`src/source/frontend_config.svh`:
```
`ifndef FRONTEND_CONFIG_SVH
`define FRONTEND_CONFIG_SVH

// Fetch target queue entries, one slot is kept free to tell full from empty
`define FTQ_SIZE 8

`define ADDR_WIDTH 32

// Blocks the backend may retire in one cycle
`define COMMIT_WIDTH 2

// Lines in the fetch target buffer
`define FTB_ENTRIES 16

// Bytes covered by one fetch block
`define FETCH_BYTES 16

`endif

```
`src/source/bpu_types_pkg.sv`:
```
`include "frontend_config.svh"
`default_nettype none

package bpu_types_pkg;

    // Instruction count of a block, 4-byte instructions
    typedef logic [$clog2(`FETCH_BYTES / 4):0] fetch_len_t;

    // Block proposed by P0 or corrected by P1
    typedef struct packed {
        logic                   valid;
        logic [`ADDR_WIDTH-1:0] start_pc;
        fetch_len_t             length;
        logic                   predicted_taken;
        logic                   is_cross_cacheline;
    } bpu_ftq_t;

    // FTB lookup result kept with each queue entry
    typedef struct packed {
        logic       ftb_hit;
        logic [1:0] provider_ctr_bits;
    } bpu_ftq_meta_t;

    // Training record sent back when a branch commits
    typedef struct packed {
        logic                   valid;
        logic [`ADDR_WIDTH-1:0] start_pc;
        logic                   ftb_hit;
        logic                   ftb_dirty;
        logic                   is_conditional;
        logic                   is_taken;
        logic                   predicted_taken;
        logic [1:0]             provider_ctr_bits;
        logic [`ADDR_WIDTH-1:0] jump_target_address;
        logic [`ADDR_WIDTH-1:0] fall_through_address;
    } ftq_bpu_meta_t;

endpackage

`default_nettype wire

```
`src/source/ftq_types_pkg.sv`:
```
`include "frontend_config.svh"
`default_nettype none

package ftq_types_pkg;

    // Head block offered to the IFU
    typedef struct packed {
        logic                     valid;
        logic [`ADDR_WIDTH-1:0]   start_pc;
        bpu_types_pkg::fetch_len_t length;
        logic                     predicted_taken;
        logic                     is_cross_cacheline;
    } ftq_ifu_t;

    // Per-lane branch info from the backend at commit
    typedef struct packed {
        logic is_branch;
        logic is_conditional;
        logic is_taken;
        logic predicted_taken;
    } backend_commit_meta_t;

    // Queue slot
    typedef struct packed {
        logic                     valid;
        logic [`ADDR_WIDTH-1:0]   start_pc;
        bpu_types_pkg::fetch_len_t length;
        logic                     predicted_taken;
        logic                     is_cross_cacheline;
    } ftq_block_t;

    // Metadata slot, filled by P1 and later by the backend
    typedef struct packed {
        logic                   ftb_hit;
        logic                   ftb_dirty;
        logic [1:0]             provider_ctr_bits;
        logic [`ADDR_WIDTH-1:0] jump_target_address;
        logic [`ADDR_WIDTH-1:0] fall_through_address;
    } ftq_meta_entry_t;

endpackage

`default_nettype wire
```
`src/source/bpu_ftq_if.sv`:
```
`default_nettype none

interface bpu_ftq_if;

    // Prediction path
    bpu_types_pkg::bpu_ftq_t      p0;
    bpu_types_pkg::bpu_ftq_t      p1;
    bpu_types_pkg::bpu_ftq_meta_t p1_meta;
    logic                         redirect;

    // Back-pressure and training path
    logic                         queue_full;
    bpu_types_pkg::ftq_bpu_meta_t train;

    modport bpu (
        output p0, p1, p1_meta, redirect,
        input  queue_full, train
    );

    modport ftq (
        input  p0, p1, p1_meta, redirect,
        output queue_full, train
    );

endinterface

`default_nettype wire

```
`src/source/bpu.sv`:
```
`include "frontend_config.svh"
`default_nettype none

module bpu (
    input wire                   clk,
    input wire                   rst,
    input wire                   flush_i,
    input wire [`ADDR_WIDTH-1:0] flush_target_pc_i,
    input wire [`ADDR_WIDTH-1:0] boot_pc_i,
    bpu_ftq_if.bpu               ftq
);

    localparam int OFF_W = $clog2(`FETCH_BYTES);
    localparam int IDX_W = $clog2(`FTB_ENTRIES);
    localparam int TAG_W = `ADDR_WIDTH - OFF_W - IDX_W;
    localparam int BLOCK_INSTS = `FETCH_BYTES / 4;

    // FTB storage
    logic [`FTB_ENTRIES-1:0] ftb_valid;
    logic [TAG_W-1:0]        ftb_tag    [`FTB_ENTRIES];
    logic [`ADDR_WIDTH-1:0]  ftb_target [`FTB_ENTRIES];
    logic [1:0]              ftb_ctr    [`FTB_ENTRIES];

    // Pipeline state
    logic [`ADDR_WIDTH-1:0] p0_pc;
    logic                   p1_valid;
    logic [`ADDR_WIDTH-1:0] p1_pc;

    logic [IDX_W-1:0] p1_idx;
    logic             p1_hit;
    logic [IDX_W-1:0] train_idx;
    logic [1:0]       train_ctr;
    logic             train_alloc;

    function automatic bpu_types_pkg::bpu_ftq_t make_block(
        input logic                   valid,
        input logic [`ADDR_WIDTH-1:0] pc,
        input logic                   taken
    );
        bpu_types_pkg::bpu_ftq_t blk;
        blk.valid = valid;
        blk.start_pc = pc;
        blk.length = bpu_types_pkg::fetch_len_t'(BLOCK_INSTS);
        blk.predicted_taken = taken;
        // Unaligned start runs into the next fetch line
        blk.is_cross_cacheline = |pc[OFF_W-1:0];
        return blk;
    endfunction

    // P0 always proposes the next sequential block
    assign ftq.p0 = make_block(~ftq.queue_full & ~rst, p0_pc, 1'b0);

    // P1 looks up the block P0 issued last cycle
    assign p1_idx = p1_pc[OFF_W +: IDX_W];
    assign p1_hit = ftb_valid[p1_idx] && ftb_tag[p1_idx] == p1_pc[`ADDR_WIDTH-1 -: TAG_W];

    // Disagree only on a strong-enough taken prediction off the sequential path
    assign ftq.redirect = p1_valid && p1_hit && ftb_ctr[p1_idx][1]
                          && ftb_target[p1_idx] != p1_pc + `ADDR_WIDTH'(`FETCH_BYTES);
    assign ftq.p1 = make_block(ftq.redirect, p1_pc, 1'b1);

    assign ftq.p1_meta.ftb_hit = p1_hit;
    assign ftq.p1_meta.provider_ctr_bits = p1_hit ? ftb_ctr[p1_idx] : 2'b00;

    always_ff @(posedge clk) begin
        if (rst) begin
            p0_pc <= boot_pc_i;
            p1_valid <= 1'b0;
        end else begin
            // Wrong-path proposal dies on redirect or flush
            p1_valid <= ftq.p0.valid & ~ftq.redirect & ~flush_i;
            if (flush_i) begin
                p0_pc <= flush_target_pc_i;
            end else if (ftq.redirect) begin
                p0_pc <= ftb_target[p1_idx];
            end else if (ftq.p0.valid) begin
                p0_pc <= p0_pc + `ADDR_WIDTH'(`FETCH_BYTES);
            end
        end
    end

    always_ff @(posedge clk) begin
        if (ftq.p0.valid) begin
            p1_pc <= p0_pc;
        end
    end

    // Training uses the counter from the stored P1 lookup
    assign train_idx = ftq.train.start_pc[OFF_W +: IDX_W];

    always_comb begin
        train_ctr = ftq.train.provider_ctr_bits;
        train_alloc = 1'b0;
        if (ftq.train.is_taken) begin
            if (!ftq.train.ftb_hit || ftq.train.ftb_dirty) begin
                // New or stale line is allocated unless the target equals fall-through
                train_alloc = ftq.train.jump_target_address
                              != ftq.train.fall_through_address;
                train_ctr = ftq.train.is_conditional ? 2'd2 : 2'd3;
            end else if (train_ctr != 2'd3) begin
                train_ctr = train_ctr + 2'd1;
            end
        end else if (train_ctr != 2'd0) begin
            train_ctr = train_ctr - 2'd1;
        end
    end

    always_ff @(posedge clk) begin
        if (rst) begin
            ftb_valid <= '0;
        end else if (ftq.train.valid && train_alloc) begin
            ftb_valid[train_idx] <= 1'b1;
        end
    end

    always_ff @(posedge clk) begin
        if (ftq.train.valid) begin
            if (train_alloc) begin
                ftb_tag[train_idx] <= ftq.train.start_pc[`ADDR_WIDTH-1 -: TAG_W];
                ftb_target[train_idx] <= ftq.train.jump_target_address;
            end
            // Counter of a missed line belongs to some other block
            if (train_alloc || ftq.train.ftb_hit) begin
                ftb_ctr[train_idx] <= train_ctr;
            end
        end
    end

endmodule

`default_nettype wire

```
`src/source/frontend_top.sv`:
```
`include "frontend_config.svh"
`default_nettype none

module frontend_top (
    input wire                               clk,
    input wire                               rst,
    input wire [`ADDR_WIDTH-1:0]             boot_pc_i,
    input wire [`ADDR_WIDTH-1:0]             flush_target_pc_i,

    // Backend
    input wire                               backend_flush_i,
    input wire [$clog2(`FTQ_SIZE)-1:0]       backend_flush_ftq_id_i,
    input wire                               backend_ftq_meta_update_valid_i,
    input wire                               backend_ftq_meta_update_ftb_dirty_i,
    input wire [`ADDR_WIDTH-1:0]             backend_ftq_meta_update_jump_target_i,
    input wire [`ADDR_WIDTH-1:0]             backend_ftq_meta_update_fall_through_i,
    input wire [$clog2(`FTQ_SIZE)-1:0]       backend_ftq_update_meta_id_i,
    input wire [`COMMIT_WIDTH-1:0]           backend_commit_bitmask_i,
    input wire [$clog2(`FTQ_SIZE)-1:0]       backend_commit_ftq_id_i,
    input wire ftq_types_pkg::backend_commit_meta_t backend_commit_meta_i,

    // EX query
    input wire [$clog2(`FTQ_SIZE)-1:0]       ex_query_addr_i,
    output logic [`ADDR_WIDTH-1:0]           ex_query_pc_o,

    // IFU
    output ftq_types_pkg::ftq_ifu_t          ifu_o,
    output logic                             ifu_frontend_redirect_o,
    output logic [$clog2(`FTQ_SIZE)-1:0]     ifu_ftq_id_o,
    input wire                               ifu_accept_i
);

    bpu_ftq_if bpu_ftq ();

    // Backend flush also restarts P0
    bpu u_bpu (
        .clk               (clk),
        .rst               (rst),
        .flush_i           (backend_flush_i),
        .flush_target_pc_i (flush_target_pc_i),
        .boot_pc_i         (boot_pc_i),
        .ftq               (bpu_ftq.bpu)
    );

    ftq u_ftq (
        .clk                                    (clk),
        .rst                                    (rst),
        .bpu                                    (bpu_ftq.ftq),
        .backend_flush_i                        (backend_flush_i),
        .backend_flush_ftq_id_i                 (backend_flush_ftq_id_i),
        .backend_ftq_meta_update_valid_i        (backend_ftq_meta_update_valid_i),
        .backend_ftq_meta_update_ftb_dirty_i    (backend_ftq_meta_update_ftb_dirty_i),
        .backend_ftq_meta_update_jump_target_i  (backend_ftq_meta_update_jump_target_i),
        .backend_ftq_meta_update_fall_through_i (backend_ftq_meta_update_fall_through_i),
        .backend_ftq_update_meta_id_i           (backend_ftq_update_meta_id_i),
        .backend_commit_bitmask_i               (backend_commit_bitmask_i),
        .backend_commit_ftq_id_i                (backend_commit_ftq_id_i),
        .backend_commit_meta_i                  (backend_commit_meta_i),
        .ex_query_addr_i                        (ex_query_addr_i),
        .ex_query_pc_o                          (ex_query_pc_o),
        .ifu_o                                  (ifu_o),
        .ifu_frontend_redirect_o                (ifu_frontend_redirect_o),
        .ifu_ftq_id_o                           (ifu_ftq_id_o),
        .ifu_accept_i                           (ifu_accept_i)
    );

endmodule

`default_nettype wire

```
`src/source/ftq.sv`:
```
`include "frontend_config.svh"
`default_nettype none

module ftq (
    input wire clk,
    input wire rst,
    bpu_ftq_if.ftq bpu,

    // Backend
    input wire                               backend_flush_i,
    input wire [$clog2(`FTQ_SIZE)-1:0]       backend_flush_ftq_id_i,
    input wire                               backend_ftq_meta_update_valid_i,
    input wire                               backend_ftq_meta_update_ftb_dirty_i,
    input wire [`ADDR_WIDTH-1:0]             backend_ftq_meta_update_jump_target_i,
    input wire [`ADDR_WIDTH-1:0]             backend_ftq_meta_update_fall_through_i,
    input wire [$clog2(`FTQ_SIZE)-1:0]       backend_ftq_update_meta_id_i,
    input wire [`COMMIT_WIDTH-1:0]           backend_commit_bitmask_i,
    input wire [$clog2(`FTQ_SIZE)-1:0]       backend_commit_ftq_id_i,
    input wire ftq_types_pkg::backend_commit_meta_t backend_commit_meta_i,

    // EX query
    input wire [$clog2(`FTQ_SIZE)-1:0]       ex_query_addr_i,
    output logic [`ADDR_WIDTH-1:0]           ex_query_pc_o,

    // IFU
    output ftq_types_pkg::ftq_ifu_t          ifu_o,
    output logic                             ifu_frontend_redirect_o,
    output logic [$clog2(`FTQ_SIZE)-1:0]     ifu_ftq_id_o,
    input wire                               ifu_accept_i
);

    localparam int PTR_W = $clog2(`FTQ_SIZE);
    localparam int CNT_W = $clog2(`COMMIT_WIDTH) + 1;

    ftq_types_pkg::ftq_block_t [`FTQ_SIZE-1:0] queue_q;
    ftq_types_pkg::ftq_block_t [`FTQ_SIZE-1:0] queue_d;
    ftq_types_pkg::ftq_meta_entry_t meta_q [`FTQ_SIZE];
    bpu_types_pkg::ftq_bpu_meta_t train_q;

    logic [PTR_W-1:0] bpu_ptr;
    logic [PTR_W-1:0] ifu_ptr;
    logic [PTR_W-1:0] comm_ptr;
    logic [PTR_W-1:0] bpu_ptr_m1;
    logic [CNT_W-1:0] commit_num;

    logic queue_full;
    logic override;
    logic p0_wr;
    logic p0_wr_q;
    logic ifu_take;
    logic ifu_take_q;

    always_comb begin
        commit_num = '0;
        for (int i = 0; i < `COMMIT_WIDTH; i++) begin
            commit_num = commit_num + CNT_W'(backend_commit_bitmask_i[i]);
        end
    end

    assign bpu_ptr_m1 = PTR_W'(bpu_ptr - 1'b1);
    assign queue_full = PTR_W'(bpu_ptr + 1'b1) == comm_ptr;
    assign bpu.queue_full = queue_full;

    // P1 may only rewrite the slot P0 filled last cycle
    assign override = bpu.p1.valid & bpu.redirect & p0_wr_q & ~backend_flush_i;
    assign p0_wr = bpu.p0.valid & ~queue_full & ~override;
    assign ifu_take = queue_q[ifu_ptr].valid & ifu_accept_i;

    // IFU holds the overridden block, now or from last cycle
    assign ifu_frontend_redirect_o = override
        & ((ifu_take & ifu_ptr == bpu_ptr_m1) | (ifu_take_q & ifu_ptr == bpu_ptr));

    always_ff @(posedge clk) begin
        if (rst) begin
            bpu_ptr <= '0;
            ifu_ptr <= '0;
            comm_ptr <= '0;
            p0_wr_q <= 1'b0;
            ifu_take_q <= 1'b0;
        end else begin
            comm_ptr <= comm_ptr + PTR_W'(commit_num);
            p0_wr_q <= p0_wr & ~backend_flush_i;
            ifu_take_q <= ifu_take & ~ifu_frontend_redirect_o;
            if (backend_flush_i) begin
                bpu_ptr <= PTR_W'(backend_flush_ftq_id_i + 1'b1);
                ifu_ptr <= PTR_W'(backend_flush_ftq_id_i + 1'b1);
            end else begin
                if (p0_wr) begin
                    bpu_ptr <= PTR_W'(bpu_ptr + 1'b1);
                end
                // Refetch the corrected block
                if (ifu_frontend_redirect_o) begin
                    ifu_ptr <= bpu_ptr_m1;
                end else if (ifu_take) begin
                    ifu_ptr <= PTR_W'(ifu_ptr + 1'b1);
                end
            end
        end
    end

    always_comb begin
        queue_d = queue_q;
        for (int i = 0; i < `COMMIT_WIDTH; i++) begin
            if (i < commit_num) begin
                queue_d[PTR_W'(comm_ptr + i)] = '0;
            end
        end
        if (p0_wr) begin
            queue_d[bpu_ptr] = bpu.p0;
        end
        if (override) begin
            queue_d[bpu_ptr_m1] = bpu.p1;
        end
        // Drop everything younger than the flushed block
        if (backend_flush_i) begin
            for (int i = 0; i < `FTQ_SIZE; i++) begin
                if (PTR_W'(i - comm_ptr) > PTR_W'(backend_flush_ftq_id_i - comm_ptr)) begin
                    queue_d[i] = '0;
                end
            end
        end
    end

    always_ff @(posedge clk) begin
        if (rst) begin
            queue_q <= '0;
        end else begin
            queue_q <= queue_d;
        end
    end

    // Metadata store
    always_ff @(posedge clk) begin
        // P1 lookup of the block written last cycle
        if (p0_wr_q) begin
            meta_q[bpu_ptr_m1] <= '{
                ftb_hit: bpu.p1_meta.ftb_hit,
                provider_ctr_bits: bpu.p1_meta.provider_ctr_bits,
                default: '0
            };
        end
        if (backend_ftq_meta_update_valid_i) begin
            meta_q[backend_ftq_update_meta_id_i].ftb_dirty <=
                backend_ftq_meta_update_ftb_dirty_i;
            meta_q[backend_ftq_update_meta_id_i].jump_target_address <=
                backend_ftq_meta_update_jump_target_i;
            meta_q[backend_ftq_update_meta_id_i].fall_through_address <=
                backend_ftq_meta_update_fall_through_i;
        end
    end

    // Training record, lane 0 only
    always_ff @(posedge clk) begin
        if (rst) begin
            train_q <= '0;
        end else begin
            train_q <= '0;
            if (backend_commit_bitmask_i[0] & backend_commit_meta_i.is_branch) begin
                train_q.valid <= 1'b1;
                train_q.start_pc <= queue_q[backend_commit_ftq_id_i].start_pc;
                train_q.ftb_hit <= meta_q[backend_commit_ftq_id_i].ftb_hit;
                train_q.ftb_dirty <= meta_q[backend_commit_ftq_id_i].ftb_dirty;
                train_q.is_conditional <= backend_commit_meta_i.is_conditional;
                train_q.is_taken <= backend_commit_meta_i.is_taken;
                train_q.predicted_taken <= backend_commit_meta_i.predicted_taken;
                train_q.provider_ctr_bits <= meta_q[backend_commit_ftq_id_i].provider_ctr_bits;
                train_q.jump_target_address <=
                    meta_q[backend_commit_ftq_id_i].jump_target_address;
                train_q.fall_through_address <=
                    meta_q[backend_commit_ftq_id_i].fall_through_address;
            end
        end
    end

    assign bpu.train = train_q;

    // Head block to the IFU
    assign ifu_o.valid = queue_q[ifu_ptr].valid;
    assign ifu_o.start_pc = queue_q[ifu_ptr].start_pc;
    assign ifu_o.length = queue_q[ifu_ptr].length;
    assign ifu_o.predicted_taken = queue_q[ifu_ptr].predicted_taken;
    assign ifu_o.is_cross_cacheline = queue_q[ifu_ptr].is_cross_cacheline;
    assign ifu_ftq_id_o = ifu_ptr;

    assign ex_query_pc_o = queue_q[ex_query_addr_i].start_pc;

endmodule

`default_nettype wire

```
`config.mk`:
```
export PLATFORM = sky130hd
export DESIGN_NAME = frontend_top
export DESIGN_NICKNAME = d
export VERILOG_FILES = /design/src/source/bpu_types_pkg.sv /design/src/source/ftq_types_pkg.sv /design/src/source/bpu_ftq_if.sv /design/src/source/bpu.sv /design/src/source/frontend_top.sv /design/src/source/ftq.sv
export VERILOG_INCLUDE_DIRS = /design/src /design/src/source
export SDC_FILE = /design/constraint.sdc
export NUM_CORES = 2
export LEC_CHECK = 0
export ABC_AREA = 1
export BUFFER_PORTS_ARGS = -buffer_cell sky130_fd_sc_hd__buf_4
export CAP_MARGIN = 40
export CELL_PAD_IN_SITES_DETAIL_PLACEMENT = 0
export CELL_PAD_IN_SITES_GLOBAL_PLACEMENT = 1
export CORE_MARGIN = 2
export CORE_UTILIZATION = 45
export CTS_CLUSTER_DIAMETER = 40
export DETAILED_ROUTE_END_ITERATION = 7
export PLACE_DENSITY_LB_ADDON = 0.1
export SLEW_MARGIN = 20
export SYNTH_ARGS = -nofsm -noshare
export SYNTH_HDL_FRONTEND = slang
export SYNTH_SLANG_ARGS = --single-unit
```
`constraint.sdc`:
```
create_clock -name clk -period 9.65 [get_ports clk]
set_input_delay 0.4825 -clock clk [delete_from_list [all_inputs] [get_ports clk]]
set_output_delay 0.4825 -clock clk [all_outputs]
set_load 0.02 [all_outputs]
```
==> run summary <==
First-pass GRT wire length -> 539000 um
WL final -> 377000 um
Synth area leaders -> edfxtp_1 (48%), nand2_1 (9.9%), dfxtp_1 (9.2%)
RSZ-0062 raised after global routing -> false
Synth top area share -> 48.5%
Fmax -> 0.141 GHz
PwrDens -> 243 mW/mm^2
Worst setup EP type -> output pin
Register area share after synthesis -> 57.6%
Status -> finished clean
Vias in the first global route -> 79510
Minimum clock period -> 7.11 ns
Core Region -> 0.210 mm^2
Synth Area in Simple Gates -> 22.4%
Synth cell types -> 44
Ratio of cells with drive above 1 in the final layout -> 10.2%
Met3 Track Usage GR -> 6.47%
Chip width -> 464 um
Clock Latency Late Sink -> 1.00 ns
Largest net degree at the start of global routing -> 205
CTS root buffer -> clkbuf_16
DR vias -> 84458
Overall power -> 27600 uW
Drt wl/cell -> 26.4 um
Synth area leader -> edfxtp_1
Crit-path max FO -> 204
# fillers -> 18850
Pleak -> 0.0453 uW
Routed Antenna Nets -> 0
Initial Util -> 45.3%
DIE HEIGHT -> 464 um
Post-route clock period utilization -> 73.7%
Worst Path Required -> 9.17 ns
Final Core Density -> 54.0%
Startpoint Class -> flop
Full die area -> 0.215 mm^2
GRT met1 Usage -> 46.0%
TritonCTS Sinks -> 1971
Setup slack at placement -> 3.22 ns
Final RePlAce weighted congestion -> 0.897
Hold Vio Cnt, Final -> 0
Drt first pass iters -> 8
Hold WC Path Type -> in2reg
CTS resizes -> 0
Mapped Area -> 0.0951 mm^2
Post-synth top flop -> edfxtp_1
Post-Synth XOR/XNOR Area -> 0.608%
Layout overhead on the synthesized area -> 19.0%
Max-Cap Viols -> 0
Ys async rst share -> 0%
Grt ovf -> 0
Crit Path Class -> reg2out
Clock buffer depth -> 4
Max-slew violations -> 0
GRT busiest layer -> met2
Row cnt -> 168
Detailed placement HPWL -> 220000 um
Post-route setup slack -> 2.54 ns
Top-count cell post-synth -> nand2_1
Skew final -> 0.106 ns
Syn Nets -> 11272
Ports -> 226
Ys Warns -> 0
Post-Syn Instances -> 11088
Synth Area in Adders -> 0.437%
Setup_tns -> 0 ns
Initial antenna violation count -> 20
Port Buffers -> 224
Gr usage total -> 34.0%
Main combinational cell family by area after synthesis -> simple AND/OR/NAND/NOR gates
Clock transition at the registers of the reported paths -> 0.06 ns
FF+latch count, synth -> 1971
Worst Tran Pin Value -> 1.26 ns
Via density -> 5.91
CTS Buf Count -> 344
Peak supply drop -> 0.224 mV
Iter 0 DRT Violations -> 11015
CTS H-tree depth -> 5
TritonCTS clock tree -> yes
Slew headroom -> 16.0%
Nets -> 11390
Setup Viol. Count Final -> 0
Mux contribution to synthesized area -> 0%
Complex-gate fraction of the synthesized area -> 13.0%
EDFF count, synth -> 1536
Post-route DRC -> 0
GR Layer Usage met2 -> 52.3%
CP Data Arrival Time -> 6.63 ns
Syn_area_per_cell -> 8.58 um^2
Synth cell count leaders -> nand2_1 (2507), nor2_1 (1666), edfxtp_1 (1536)
-- flip-flops by register name (all words and copies together), names as in the netlist, named ones only --
signal,count
u_bpu.ftb_valid,16
u_bpu.p1_valid,1
u_bpu.ftb_tag,384
u_bpu.p1_pc,32
u_bpu.ftb_target,512
u_ftq.bpu_ptr,3
u_ftq.queue_q,304
u_bpu.ftb_ctr,32
u_ftq.ifu_take_q,1
u_ftq.meta_q,544
u_ftq.p0_wr_q,1
u_ftq.ifu_ftq_id_o,3
u_ftq.comm_ptr,3
u_bpu.p0_pc,32
u_ftq.bpu.train,99
-- final timing paths --
check                           from                      end  slack [ns]  depth (start not counted)
hold / removal          boot_pc_i[7]           u_bpu.p0_pc[7]       0.001                          3
setup reg to reg                flop       u_ftq.queue_q[248]        3.05                         22
hold reg to reg   u_ftq.queue_q[268]       u_ftq.queue_q[268]        0.44                          2
setup / recovery                flop  ifu_frontend_redirect_o        2.54                         19
-- worst max-delay path: stages (launching register included) --
cell	delay (ns)
dfxtp_4	0.88
buf_4	0.52
buf_12	0.54
nand2_1	0.11
nand2_1	0.11
nand2_1	0.06
nand3_1	0.11
nand3_1	0.32
nand2_1	0.20
nand2_1	0.06
nand2_1	0.10
nand2_1	0.05
nor2_1	0.13
nand2_1	0.07
nor2_1	0.08
nand3_1	0.19
nor2_1	0.67
nand2_1	0.49
nor2_1	0.31
buf_4	0.19
-- routing by layer --
layer / up-vias / wire (um)
li1: 37985 / -
met1: 40664 / 151000
met4: 10 / 19700
met2: 4854 / 167000
met3: 945 / 38900
met5: - / 63
-- final cells by class --
| cell class | count | area (um^2) | share of cell area (%) |
|---|---|---|---|
| clock inverters | 204 | 2370 | 2.09 |
| diodes | 10 | 25.0 | 0.0221 |
| inverters | 608 | 2320 | 2.05 |
| repair buffers | 604 | 5810 | 5.13 |
| clock buffers | 411 | 9280 | 8.19 |
| well taps | 2805 | 3510 | 3.10 |
| multi-input cells | 7677 | 35100 | 31.0 |
| flip-flops and latches | 1971 | 54900 | 48.4 |
-- placed cells by master, fill, tap and decap left out, types with 122 or more instances in the layout --
master / synthesis / routed
buf_4: 9 / 397
a31oi_1: 185 / 182
o211ai_1: 135 / 135
edfxtp_1: 1536 / 1536
nand2_1: 2507 / 2492
nor2_1: 1666 / 1643
clkbuf_16: 0 / 350
a21oi_1: 500 / 500
nand3_1: 972 / 968
inv_1: 589 / 570
o21ai_0: 1326 / 1318
dfxtp_1: 435 / 428
dlygate4sd3_1: 0 / 122
-- report_power, final --
part | internal, uW | switching (uW)
clock | 7960 | 4360
combinational | 1550 | 3720
sequential | 9490 | 471
-- logic make-up after synthesis --
logic type,after synthesis
and+or+nand+nor,5265
AOI/OAI and AO/OA,2314
DFF,1971
buffers and inverters,1440
xor gates and xnor gates,66
adders and majority gates,32
-- what timing repair did --
action | 4_1_cts | 5_1_grt
hold buffers | 121 | 1
buffers inserted | 0 | 0
hold endpoints to repair | 552 | 3
-- per-stage QoR --
stage | instance area [um^2] | instances | hold slack, ns
6_report | 113000 | 14290 | 0.00147
5_1_grt | 113000 | 14282 | 0.0362
4_1_cts | 113000 | 14258 | 0.00969
3_5_place_dp | 100000 | 13522 | 0.432
3_3_place_gp | 98900 | 13460 | 0.418
2_1_floorplan | 95100 | 11088 | 0.411
(Power assumes the default switching activity.)
